===== config.mk =====
export PLATFORM = sky130hd
export DESIGN_NAME = fetch_unit
export DESIGN_NICKNAME = d
export VERILOG_FILES = /design/src/logic/rv_isa_pkg.sv /design/src/logic/fetch_unit.sv
export SDC_FILE = /design/constraint.sdc
export NUM_CORES = 1
export LEC_CHECK = 0
export ABC_AREA = 1
export BUFFER_PORTS_ARGS = -buffer_cell sky130_fd_sc_hd__buf_2
export CORE_MARGIN = 2
export CORE_UTILIZATION = 52
export DETAILED_ROUTE_END_ITERATION = 10
export MAX_ROUTING_LAYER = met4
export PLACE_DENSITY = 0.77
export SLEW_MARGIN = 20
export SYNTH_ARGS = -nofsm -noshare
export SYNTH_HDL_FRONTEND = slang
export SYNTH_SLANG_ARGS = --single-unit

===== constraint.sdc =====
create_clock -name clock -period 1.8 [get_ports clock]
set_clock_uncertainty 0.05 [all_clocks]
set_input_delay 0.09 -clock clock [delete_from_list [all_inputs] [get_ports clock]]
set_output_delay 0.09 -clock clock [all_outputs]
set_load 0.01 [all_outputs]

===== src/logic/rv_isa_pkg.sv =====
package rv_isa_pkg;

	// base word and register index sizes
	localparam int XLEN       = 32;
	localparam int REG_ADDR_W = 5;
	localparam int NUM_REGS   = 32;

	// instruction field widths
	localparam int OPCODE_W = 7;
	localparam int FUNCT3_W = 3;
	localparam int FUNCT7_W = 7;

	typedef logic [XLEN-1:0]       word_t;
	typedef logic [REG_ADDR_W-1:0] reg_addr_t;

	////////////////////////////////////////////////////////////////////////////
	// major opcodes of the kept subset
	////////////////////////////////////////////////////////////////////////////
	typedef enum logic [OPCODE_W-1:0] {
		OP     = 7'b0110011,
		OP_IMM = 7'b0010011,
		LOAD   = 7'b0000011,
		STORE  = 7'b0100011,
		BRANCH = 7'b1100011,
		JAL    = 7'b1101111
	} opcode_e;

	// funct3 codes for OP and OP_IMM
	localparam logic [FUNCT3_W-1:0] FUNCT3_ADD_SUB = 3'b000;
	localparam logic [FUNCT3_W-1:0] FUNCT3_SLT     = 3'b010;
	localparam logic [FUNCT3_W-1:0] FUNCT3_XOR     = 3'b100;
	localparam logic [FUNCT3_W-1:0] FUNCT3_OR      = 3'b110;
	localparam logic [FUNCT3_W-1:0] FUNCT3_AND     = 3'b111;

	// funct7 separating sub from add
	localparam logic [FUNCT7_W-1:0] FUNCT7_SUB = 7'b0100000;

endpackage


===== src/logic/fetch_unit.sv =====
module fetch_unit #(
	parameter rv_isa_pkg::word_t RESET_PC = '0
) (
	input  logic              clock,
	input  logic              reset,
	input  logic              stall,
	input  logic              redirect,
	input  rv_isa_pkg::word_t target,
	output rv_isa_pkg::word_t pc
);
	import rv_isa_pkg::*;

	word_t next_pc;

	// redirect from execute beats a load-use hold
	always_comb begin
		if (redirect) begin
			next_pc = target;
		end else if (stall) begin
			next_pc = pc;
		end else begin
			next_pc = pc + word_t'(4);
		end
	end

	always_ff @(posedge clock or negedge reset) begin
		if (!reset) begin
			pc <= RESET_PC;
		end else begin
			pc <= next_pc;
		end
	end

	// targets come from pc plus an even immediate, so alignment must hold
	a_pc_aligned: assert property (@(posedge clock) disable iff (!reset)
		pc[1:0] == 2'b00);

endmodule


After elaboration in Yosys (flattened, before gate mapping):

Index checks and enable logic that the tools add are counted.
Widths: inputs -> output; s select.

* input port bits: 36
* word-level logic and storage cells: 5
* output and inout port bits: 32
* bits in registers: 32

* $add $sub $neg: 1
* eq/ne operators: 1
* mux-type cells: 2

Operator list (count)
* $mux 32: 2
* $add 32x3->32 const B: 1
* $ne 2x1->1 const B: 1

Longest topological paths before layout:

Gate-level depths: netlist of the first run.

* depth in word-level cells: 3
* gate-level depth with buffers: 9
* depth with buffers taken out: 9

Least setup slack after synthesis of the first run:

No wires, ideal clock.

* path type: register to register
* start point: register pc[3]
* end point: register pc[26]
* stages on the path, launching flop included: 9
* setup time: 0.117 ns
* path buffers: 0
* slack: 0.348 ns
* data arrival time: 1.285 ns
* data required time: 1.633 ns
* clock period less this slack: 1.452 ns
* path through: dfrtp_1 -> ha_1 -> nand2_2 -> nor2_4 -> nand2_4 -> nor2_4 -> nand3_1 -> nand3_1 -> nand2_1

* longest elaborated chain between the ends: 3

Ends and longest elaborated chain
* start, declared: RTL line fetch_unit.sv:9 `output rv_isa_pkg::word_t pc`
* start signal, assigned: RTL line fetch_unit.sv:30 `pc <= next_pc;`
* $add 32x3->32: RTL line fetch_unit.sv:22 `next_pc = pc + word_t'(4);`
* $mux 32: RTL line fetch_unit.sv:19 `end else if (stall) begin`
* $mux 32: RTL line fetch_unit.sv:17 `if (redirect) begin`

Every way passes these cells. The select of a mux whose other input is x is not followed.
A chain may end at the register's enable or synchronous reset.

Final worst setup path of the first run:

* start point: register pc[3]
* end point: register pc[18]

Same word-level chain as after synthesis.

==> impl_metrics.tcl, run 1 <==
set metrics [dict create \
    outcome "finished with violations" \
    violations "hold timing" \
    reg2regPathDepth 8 \
    synth_common_cells "129 x nand2_1, 44 x nand3_1, 37 x inv_1" \
    gp_congestion 0.938 \
    hold_path_end "pc[16]$_DFFE_PN0N_" \
    cp-end-kind "flip-flop" \
    critPathBufInv 0 \
    top_regs "pc: 32 flops" \
    cp-start-kind "flip-flop" \
    post-cts-setup-buffer-count 0 \
    cp_slowest_cell "dfrtp_1" \
    final_cell_count_no_fill 487 \
    routedWlPerCell_um 12.8 \
    numCtsBuffers 5 \
    syn_area_per_cell_um2 6.66 \
    crit_chain "ha_1 > nand2_2 > nor2_4 > nand2_4 > nor2_4 > nand2_1 > nand3_1 > nand3_1" \
    cts.sinks 32 \
    setup_tns_ns 0 \
    critPathMaxFanout 7 \
    grt_overflow 0 \
    crit_path_max_incr_delay_ns 0.41 \
    io_buffers 67 \
    die_h_um 70.7 \
    synth_top_area_share_pct 34.6 \
    vias 2443 \
    drt.antenna.violating_nets 0 \
    grt_pass1_wl_um 10800 \
    critPathArrivalTime_ns 1.65 \
    first_global_vias 2341 \
    worst_hold_slack_ns -0.00828 \
    diodes 0 \
    p_total_mw 1.97 \
    setup_viol 0 \
    top_register "pc" \
    dp_slack_ns 0.287 \
    root_buffer "clkbuf_8" \
    worst_slew_pin_slew_ns 0.732 \
    place_area_um2 2700 \
    relSlewSlack_pct 51.2 \
    insertion_delay_ns 0.29 \
    tritoncts "done" \
    synth-main-ff-cell "dfrtp_1" \
    fmax_mhz 659 \
    clockBufferDepth 2 \
    antenna_found_initial 0 \
    synth_nets 385 \
    hold_depth 3 \
    fill_cells 393 \
    hold_violations 1 \
    vias_per_cell 5.02 \
    yosys.area.top_type "dfrtp_1" \
    rsz0062_at_grt "no" \
    regToRegSetupSlack_ns 0.28 \
    die_w_um 70.7 \
    hp-class "input port to flip-flop" \
    worst-path-stages 8 \
    period_needed_ns 1.52 \
    initial_core_util_pct 53.6 \
    power.density_nw_per_um2 668 \
    worstSetupPathType "flip-flop to flip-flop" \
    placementRows 24 \
    yosysWarnings 0 \
    ys_seq_elements 32 \
    critical-path-top-delay-family "simple AND/OR/NAND/NOR gates" \
    htree_num_levels 2 \
    wl_um 6240 \
    timing.rr.end "pc[18]$_DFFE_PN0N_" \
    async_reset_ff_share_pct 100 \
    grt_usage_pct 27.8 \
    finalCritPeriodShare_pct 84.3 \
    grt_start_max_net_pins 33 \
    ir_worst_vdd_v 0.000421 \
    power_leakage_nw 1.49 \
    drc 0 \
    drv_slew 0 \
    place_inst 463 \
    synth-edff-count 0 \
    clkTransAtPathRegs_ns 0.07 \
    synthTopCellsByArea "dfrtp_1 35%, nand2_1 21%, nand3_1 9.5%, inv_1 6.0%, nor2_4 4.4%" \
    r2r-start "pc[3]$_DFFE_PN0N_" \
    cap_violations 0 \
    num_io_pins 68 \
    min_from "target[16]" \
    fin_area_um2 2950 \
    syn_inst 348 \
    utilization_pct 68.1 \
    layout-drive-gt1-share_pct 24.6 \
    dr.pass1.iters 5 \
    syn_area_um2 2320 \
    synth_most_common_cell "nand2_1" \
    coreArea_um2 4320 \
    hpwl_um 4600 \
    ys_types 24 \
    largest_reg_flops 32 \
    dieArea_um2 5000 \
    worstPathRequired_ns 1.93 \
    ys_seq_area_share_pct 34.6 \
    dr.first_iter.drc_count 140 \
    syn_to_final_growth_pct 27.2 \
    fin_ws_ns 0.282 \
    layout.nets 471 \
]
power by group:
group	switching, mW	internal (mW)
clock network	0.277	0.312
registers	0.104	0.794
logic	0.274	0.206
total	0.656	1.31
worst register-to-register path, cell delays in order, from the launching register on:
cell and delay, ns:
dfrtp_1 0.41, ha_1 0.21, nand2_2 0.08, nor2_4 0.15
nand2_4 0.13, nor2_4 0.17, nand2_1 0.07, nand3_1 0.08
nand3_1 0.06
metal layers:
layer	vias up	part of all wire, %	track usage [%]
li1	1270	-	-
met1	1086	48	37.3
met2	75	44	41.7
met3	12	6.2	6.70
met4	0	1.8	9.01
met5	-	0	-
worst max path at each step:
| stage | from | to | slack [ns] |
|---|---|---|---|
| 6_report | pc[3]$_DFFE_PN0N_ | pc[18]$_DFFE_PN0N_ | 0.28 |
| 5_1_grt | pc[3]$_DFFE_PN0N_ | pc[26]$_DFFE_PN0N_ | 0.13 |
| 4_1_cts | pc[3]$_DFFE_PN0N_ | pc[22]$_DFFE_PN0N_ | 0.28 |
| 3_5_place_dp | pc[3]$_DFFE_PN0N_ | pc[22]$_DFFE_PN0N_ | 0.29 |
| 3_3_place_gp | pc[3]$_DFFE_PN0N_ | pc[22]$_DFFE_PN0N_ | 0.35 |
| 2_1_floorplan | pc[3]$_DFFE_PN0N_ | pc[26]$_DFFE_PN0N_ | 0.35 |
cell type report:
type	instances	area [um^2]	area share [%]
Timing Repair Buffer	87	526	17.8
Multi-Input combinational cell	269	1320	44.8
Tap cell	52	65.1	2.21
Clock buffer	8	90.1	3.06
Sequential cell	32	801	27.2
Inverter	39	146	4.97
placed cells by master, fill, tap and decap left out:
master         count
clkbuf_8           6
o21ai_0           14
ha_1               1
buf_4              4
nor2_4             9
o21ai_1            1
inv_1             37
xor2_1             4
o21bai_1          10
nand2_1          129
and2_1             3
nand2_2            8
dfrtp_1           32
buf_2             67
nand2_4            3
clkbuf_1           2
a22o_1             3
a21oi_1            3
o211ai_1           3
nor2_1            25
nand3_1           44
dlygate4sd3_1     16
nor2_2             8
inv_2              2
nor3_1             1
kinds of logic (layout without fill, tap and decap cells):
group,Yosys count,in the layout,share of synthesized area (%)
xor+xnor,4,4,1.51
buf+inv,47,134,8.48
compound gates,34,34,9.24
fa+ha+maj,1,1,0.540
flops,32,32,34.6
simple gates,230,230,45.7
what timing repair did:
item,4_1_cts,5_1_grt
hold endpoints to repair,47,0
gates resized for setup,0,0
hold buffers,16,0
(Power assumes the default switching activity.)
==> run 2: changes to the inputs <==
--- a/config.mk
+++ b/config.mk
@@ -5,13 +5,13 @@
 export SDC_FILE = /design/constraint.sdc
 export NUM_CORES = 1
 export LEC_CHECK = 0
-export ABC_AREA = 1
+export ABC_AREA = 0
 export BUFFER_PORTS_ARGS = -buffer_cell sky130_fd_sc_hd__buf_2
 export CORE_MARGIN = 2
-export CORE_UTILIZATION = 52
+export CORE_UTILIZATION = 49
 export DETAILED_ROUTE_END_ITERATION = 10
 export MAX_ROUTING_LAYER = met4
-export PLACE_DENSITY = 0.77
+export PLACE_DENSITY = 0.76
 export SLEW_MARGIN = 20
 export SYNTH_ARGS = -nofsm -noshare
 export SYNTH_HDL_FRONTEND = slang
==> constraint.sdc (replaced) <==
create_clock -name clock -period 1.4 [get_ports clock]
set_clock_uncertainty 0.05 [all_clocks]
set_input_delay 0.07 -clock clock [delete_from_list [all_inputs] [get_ports clock]]
set_output_delay 0.07 -clock clock [all_outputs]
set_load 0.01 [all_outputs]
==> impl_metrics.tcl, run 2 <==
set metrics [dict create \
    outcome "finished with violations" \
    violations "hold timing, setup timing" \
    synth.area.mux_share_pct 1.76 \
    vias_per_cell 6.43 \
    diodes 0 \
    critPathBufInv 0 \
    top_regs "pc: 32 flops" \
    synth_top_area_share_pct 43.2 \
    synthSimpleGateAreaFrac_pct 29.3 \
    power.density_nw_per_um2 849 \
    finalCritPeriodShare_pct 146 \
    htree_num_levels 2 \
    io_buffers 67 \
    p_total_mw 2.86 \
    grt_pass1_wl_um 10800 \
    hpwl_um 3930 \
    critical-path-top-delay-family "simple AND/OR/NAND/NOR gates" \
    cp_slowest_cell "or4_4" \
    place_area_um2 2690 \
    rsz0062_at_grt "yes" \
    cp-start-kind "flip-flop" \
    gp_congestion 0.926 \
    final_cell_mix "68 x buf_2, 66 x buf_4, 27 x nand2_1" \
    async_reset_ff_share_pct 100 \
    cts.sinks 32 \
    top_register "pc" \
    synthAdderAreaFrac_pct 0.676 \
    clkTransAtPathRegs_ns 0.08 \
    first_global_vias 2301 \
    die_h_um 65.5 \
    largest_reg_flops 32 \
    synth_common_cells "32 x dfrtp_1, 27 x nand2_1, 17 x o21ai_0" \
    antenna_found_initial 0 \
    synth_nets 241 \
    synth-main-ff-cell "dfrtp_1" \
    period_needed_ns 2.05 \
    routedWlPerCell_um 21.5 \
    fill_cells 118 \
    cap_violations 0 \
    yosysWarnings 0 \
    fin_area_um2 3370 \
    ys_seq_area_share_pct 43.2 \
    layout-drive-gt1-share_pct 49.7 \
    drt.antenna.violating_nets 0 \
    hold_violations 1 \
    relSlewSlack_pct 71.5 \
    syn_area_um2 1850 \
    cp-end-kind "flip-flop" \
    drc 0 \
    synth_most_common_cell "dfrtp_1" \
    syn_inst 204 \
    yosys.area.top_type "dfrtp_1" \
    synthTopCellsByArea "dfrtp_1 43%, nand2_1 5.5%, a31oi_1 5.1%, or4_1 4.9%, o21ai_0 4.6%" \
    critPathArrivalTime_ns 2.21 \
    dr.first_iter.drc_count 419 \
    layout.nets 409 \
    coreArea_um2 3630 \
    die_w_um 65.5 \
    worst_slew_pin_slew_ns 0.428 \
    drv_slew 0 \
    ys_types 34 \
    dr.pass1.iters 8 \
    dieArea_um2 4290 \
    fin_ws_ns -0.648 \
    grt_start_max_net_pins 30 \
    worstPathRequired_ns 1.56 \
    synth_top_family_by_area "simple AND/OR/NAND/NOR gates" \
    critPathMaxFanout 12 \
    power_leakage_nw 1.52 \
    root_buffer "clkbuf_8" \
    synth-xor-area-share_pct 6.15 \
    clockBufferDepth 2 \
    worst_hold_slack_ns -0.0227 \
    numCtsBuffers 5 \
    fmax_mhz 488 \
    setup_viol 27 \
    syn_to_final_growth_pct 82.1 \
    vias 2702 \
    num_io_pins 68 \
    grt_overflow 0 \
    worstSetupPathType "flip-flop to flip-flop" \
    final_cell_count_no_fill 420 \
    synth-compound-area-share_pct 15.0 \
    wl_um 9050 \
    insertion_delay_ns 0.31 \
    hp-class "input port to flip-flop" \
    utilization_pct 92.8 \
    place_inst 367 \
    initial_core_util_pct 51.0 \
    ir_worst_vdd_v 0.000707 \
    syn_area_per_cell_um2 9.08 \
    synth-edff-count 0 \
    crit_chain "nand4b_1 > or4_4 > or4_1 > a31oi_1" \
    ys_seq_elements 32 \
    placementRows 22 \
    final_common_cell "buf_2" \
    grt_usage_pct 34.6 \
    crit_path_max_incr_delay_ns 0.56 \
    tritoncts "done" \
]
==> run 2: cell count changes after synthesis, sizes merged, moves of 6 or more <==
cell    previous run  this run
a31oi              0        15
o31ai              0        11
o21bai            10         0
xnor2              0         9
nand2            140        27
nor2              42        16
nand4              0         7
clkbuf             2         8
nand3             44         8
inv               39         5
or4                0        16
==> run 2: kinds of logic after synthesis <==
group                      Yosys count
AOI/OAI and AO/OA                   45
xor gates and xnor gates            13
adders and majority gates            1
buffers and inverters               15
DFF                                 32
muxes                                3
and+or+nand+nor                     95
==> run 2: worst paths after layout <==
kind                                        start            endpoint  slack (ns)  depth (start not counted)
worst max-delay path            pc[2]$_DFFE_PN0N_  pc[25]$_DFFE_PN0N_       -0.65                          4
worst min-delay path                   target[28]  pc[28]$_DFFE_PN0N_       -0.02                          3
max in group asynchronous                   reset  pc[23]$_DFFE_PN0N_        0.67                          3
worst min register to register  pc[0]$_DFFE_PN0P_   pc[0]$_DFFE_PN0P_        0.50                          1
worst max register to register  pc[2]$_DFFE_PN0N_  pc[25]$_DFFE_PN0N_       -0.65                          4
min in group asynchronous                   reset  pc[16]$_DFFE_PN0N_        0.17                          2
==> run 2: per-stage QoR <==
step	TNS (ns)	setup slack, ns
after CTS	-7.29	-0.442
after global placement	-7.30	-0.441
after detailed placement	-8.17	-0.485
after floorplan	-7.77	-0.511
after global routing	-12.29	-0.694
final	-10.95	-0.648
==> run 2: layout make-up <==
class / instances / area, um^2 / area share [%]
clock buffers: 7 / 96.3 / 2.86
inverters: 5 / 18.8 / 0.557
multi-input cells: 158 / 1170 / 34.6
flip-flops and latches: 32 / 808 / 24.0
well taps: 48 / 60.1 / 1.78
repair buffers: 170 / 1220 / 36.2
==> run 2: per-layer routing <==
metal / global-route usage (%) / up-vias / share of wire, % / routed length (um)
li1: - / 1107 / - / -
met1: 37.5 / 1239 / 34 / 3120
met2: 59.7 / 266 / 47 / 4290
met3: 8.90 / 90 / 10 / 936
met4: 15.9 / 0 / 7.8 / 710
met5: - / - / 0 / 0
==> run 2: power breakdown <==
group          switching (mW)  internal, mW  total [mW]
logic                   0.464         0.444       0.907
registers              0.0995          1.02        1.12
clock network           0.400         0.439       0.839
==> run 2: worst register-to-register path: cells and delay by family, from the launching register on <==
kind	cells	cell delay, ns
compound gates	1	0.25
flops	1	0.39
simple gates	3	1.26
==> run 2: what timing repair did <==
action / CTS / global route
resized for setup: 13 / 25
hold endpoints to repair: 57 / 0
pin swaps: 11 / 10
gates cloned: 1 / 1
setup buffers: 9 / 10
setup endpoints to repair: 25 / 27
hold buffers: 26 / 0
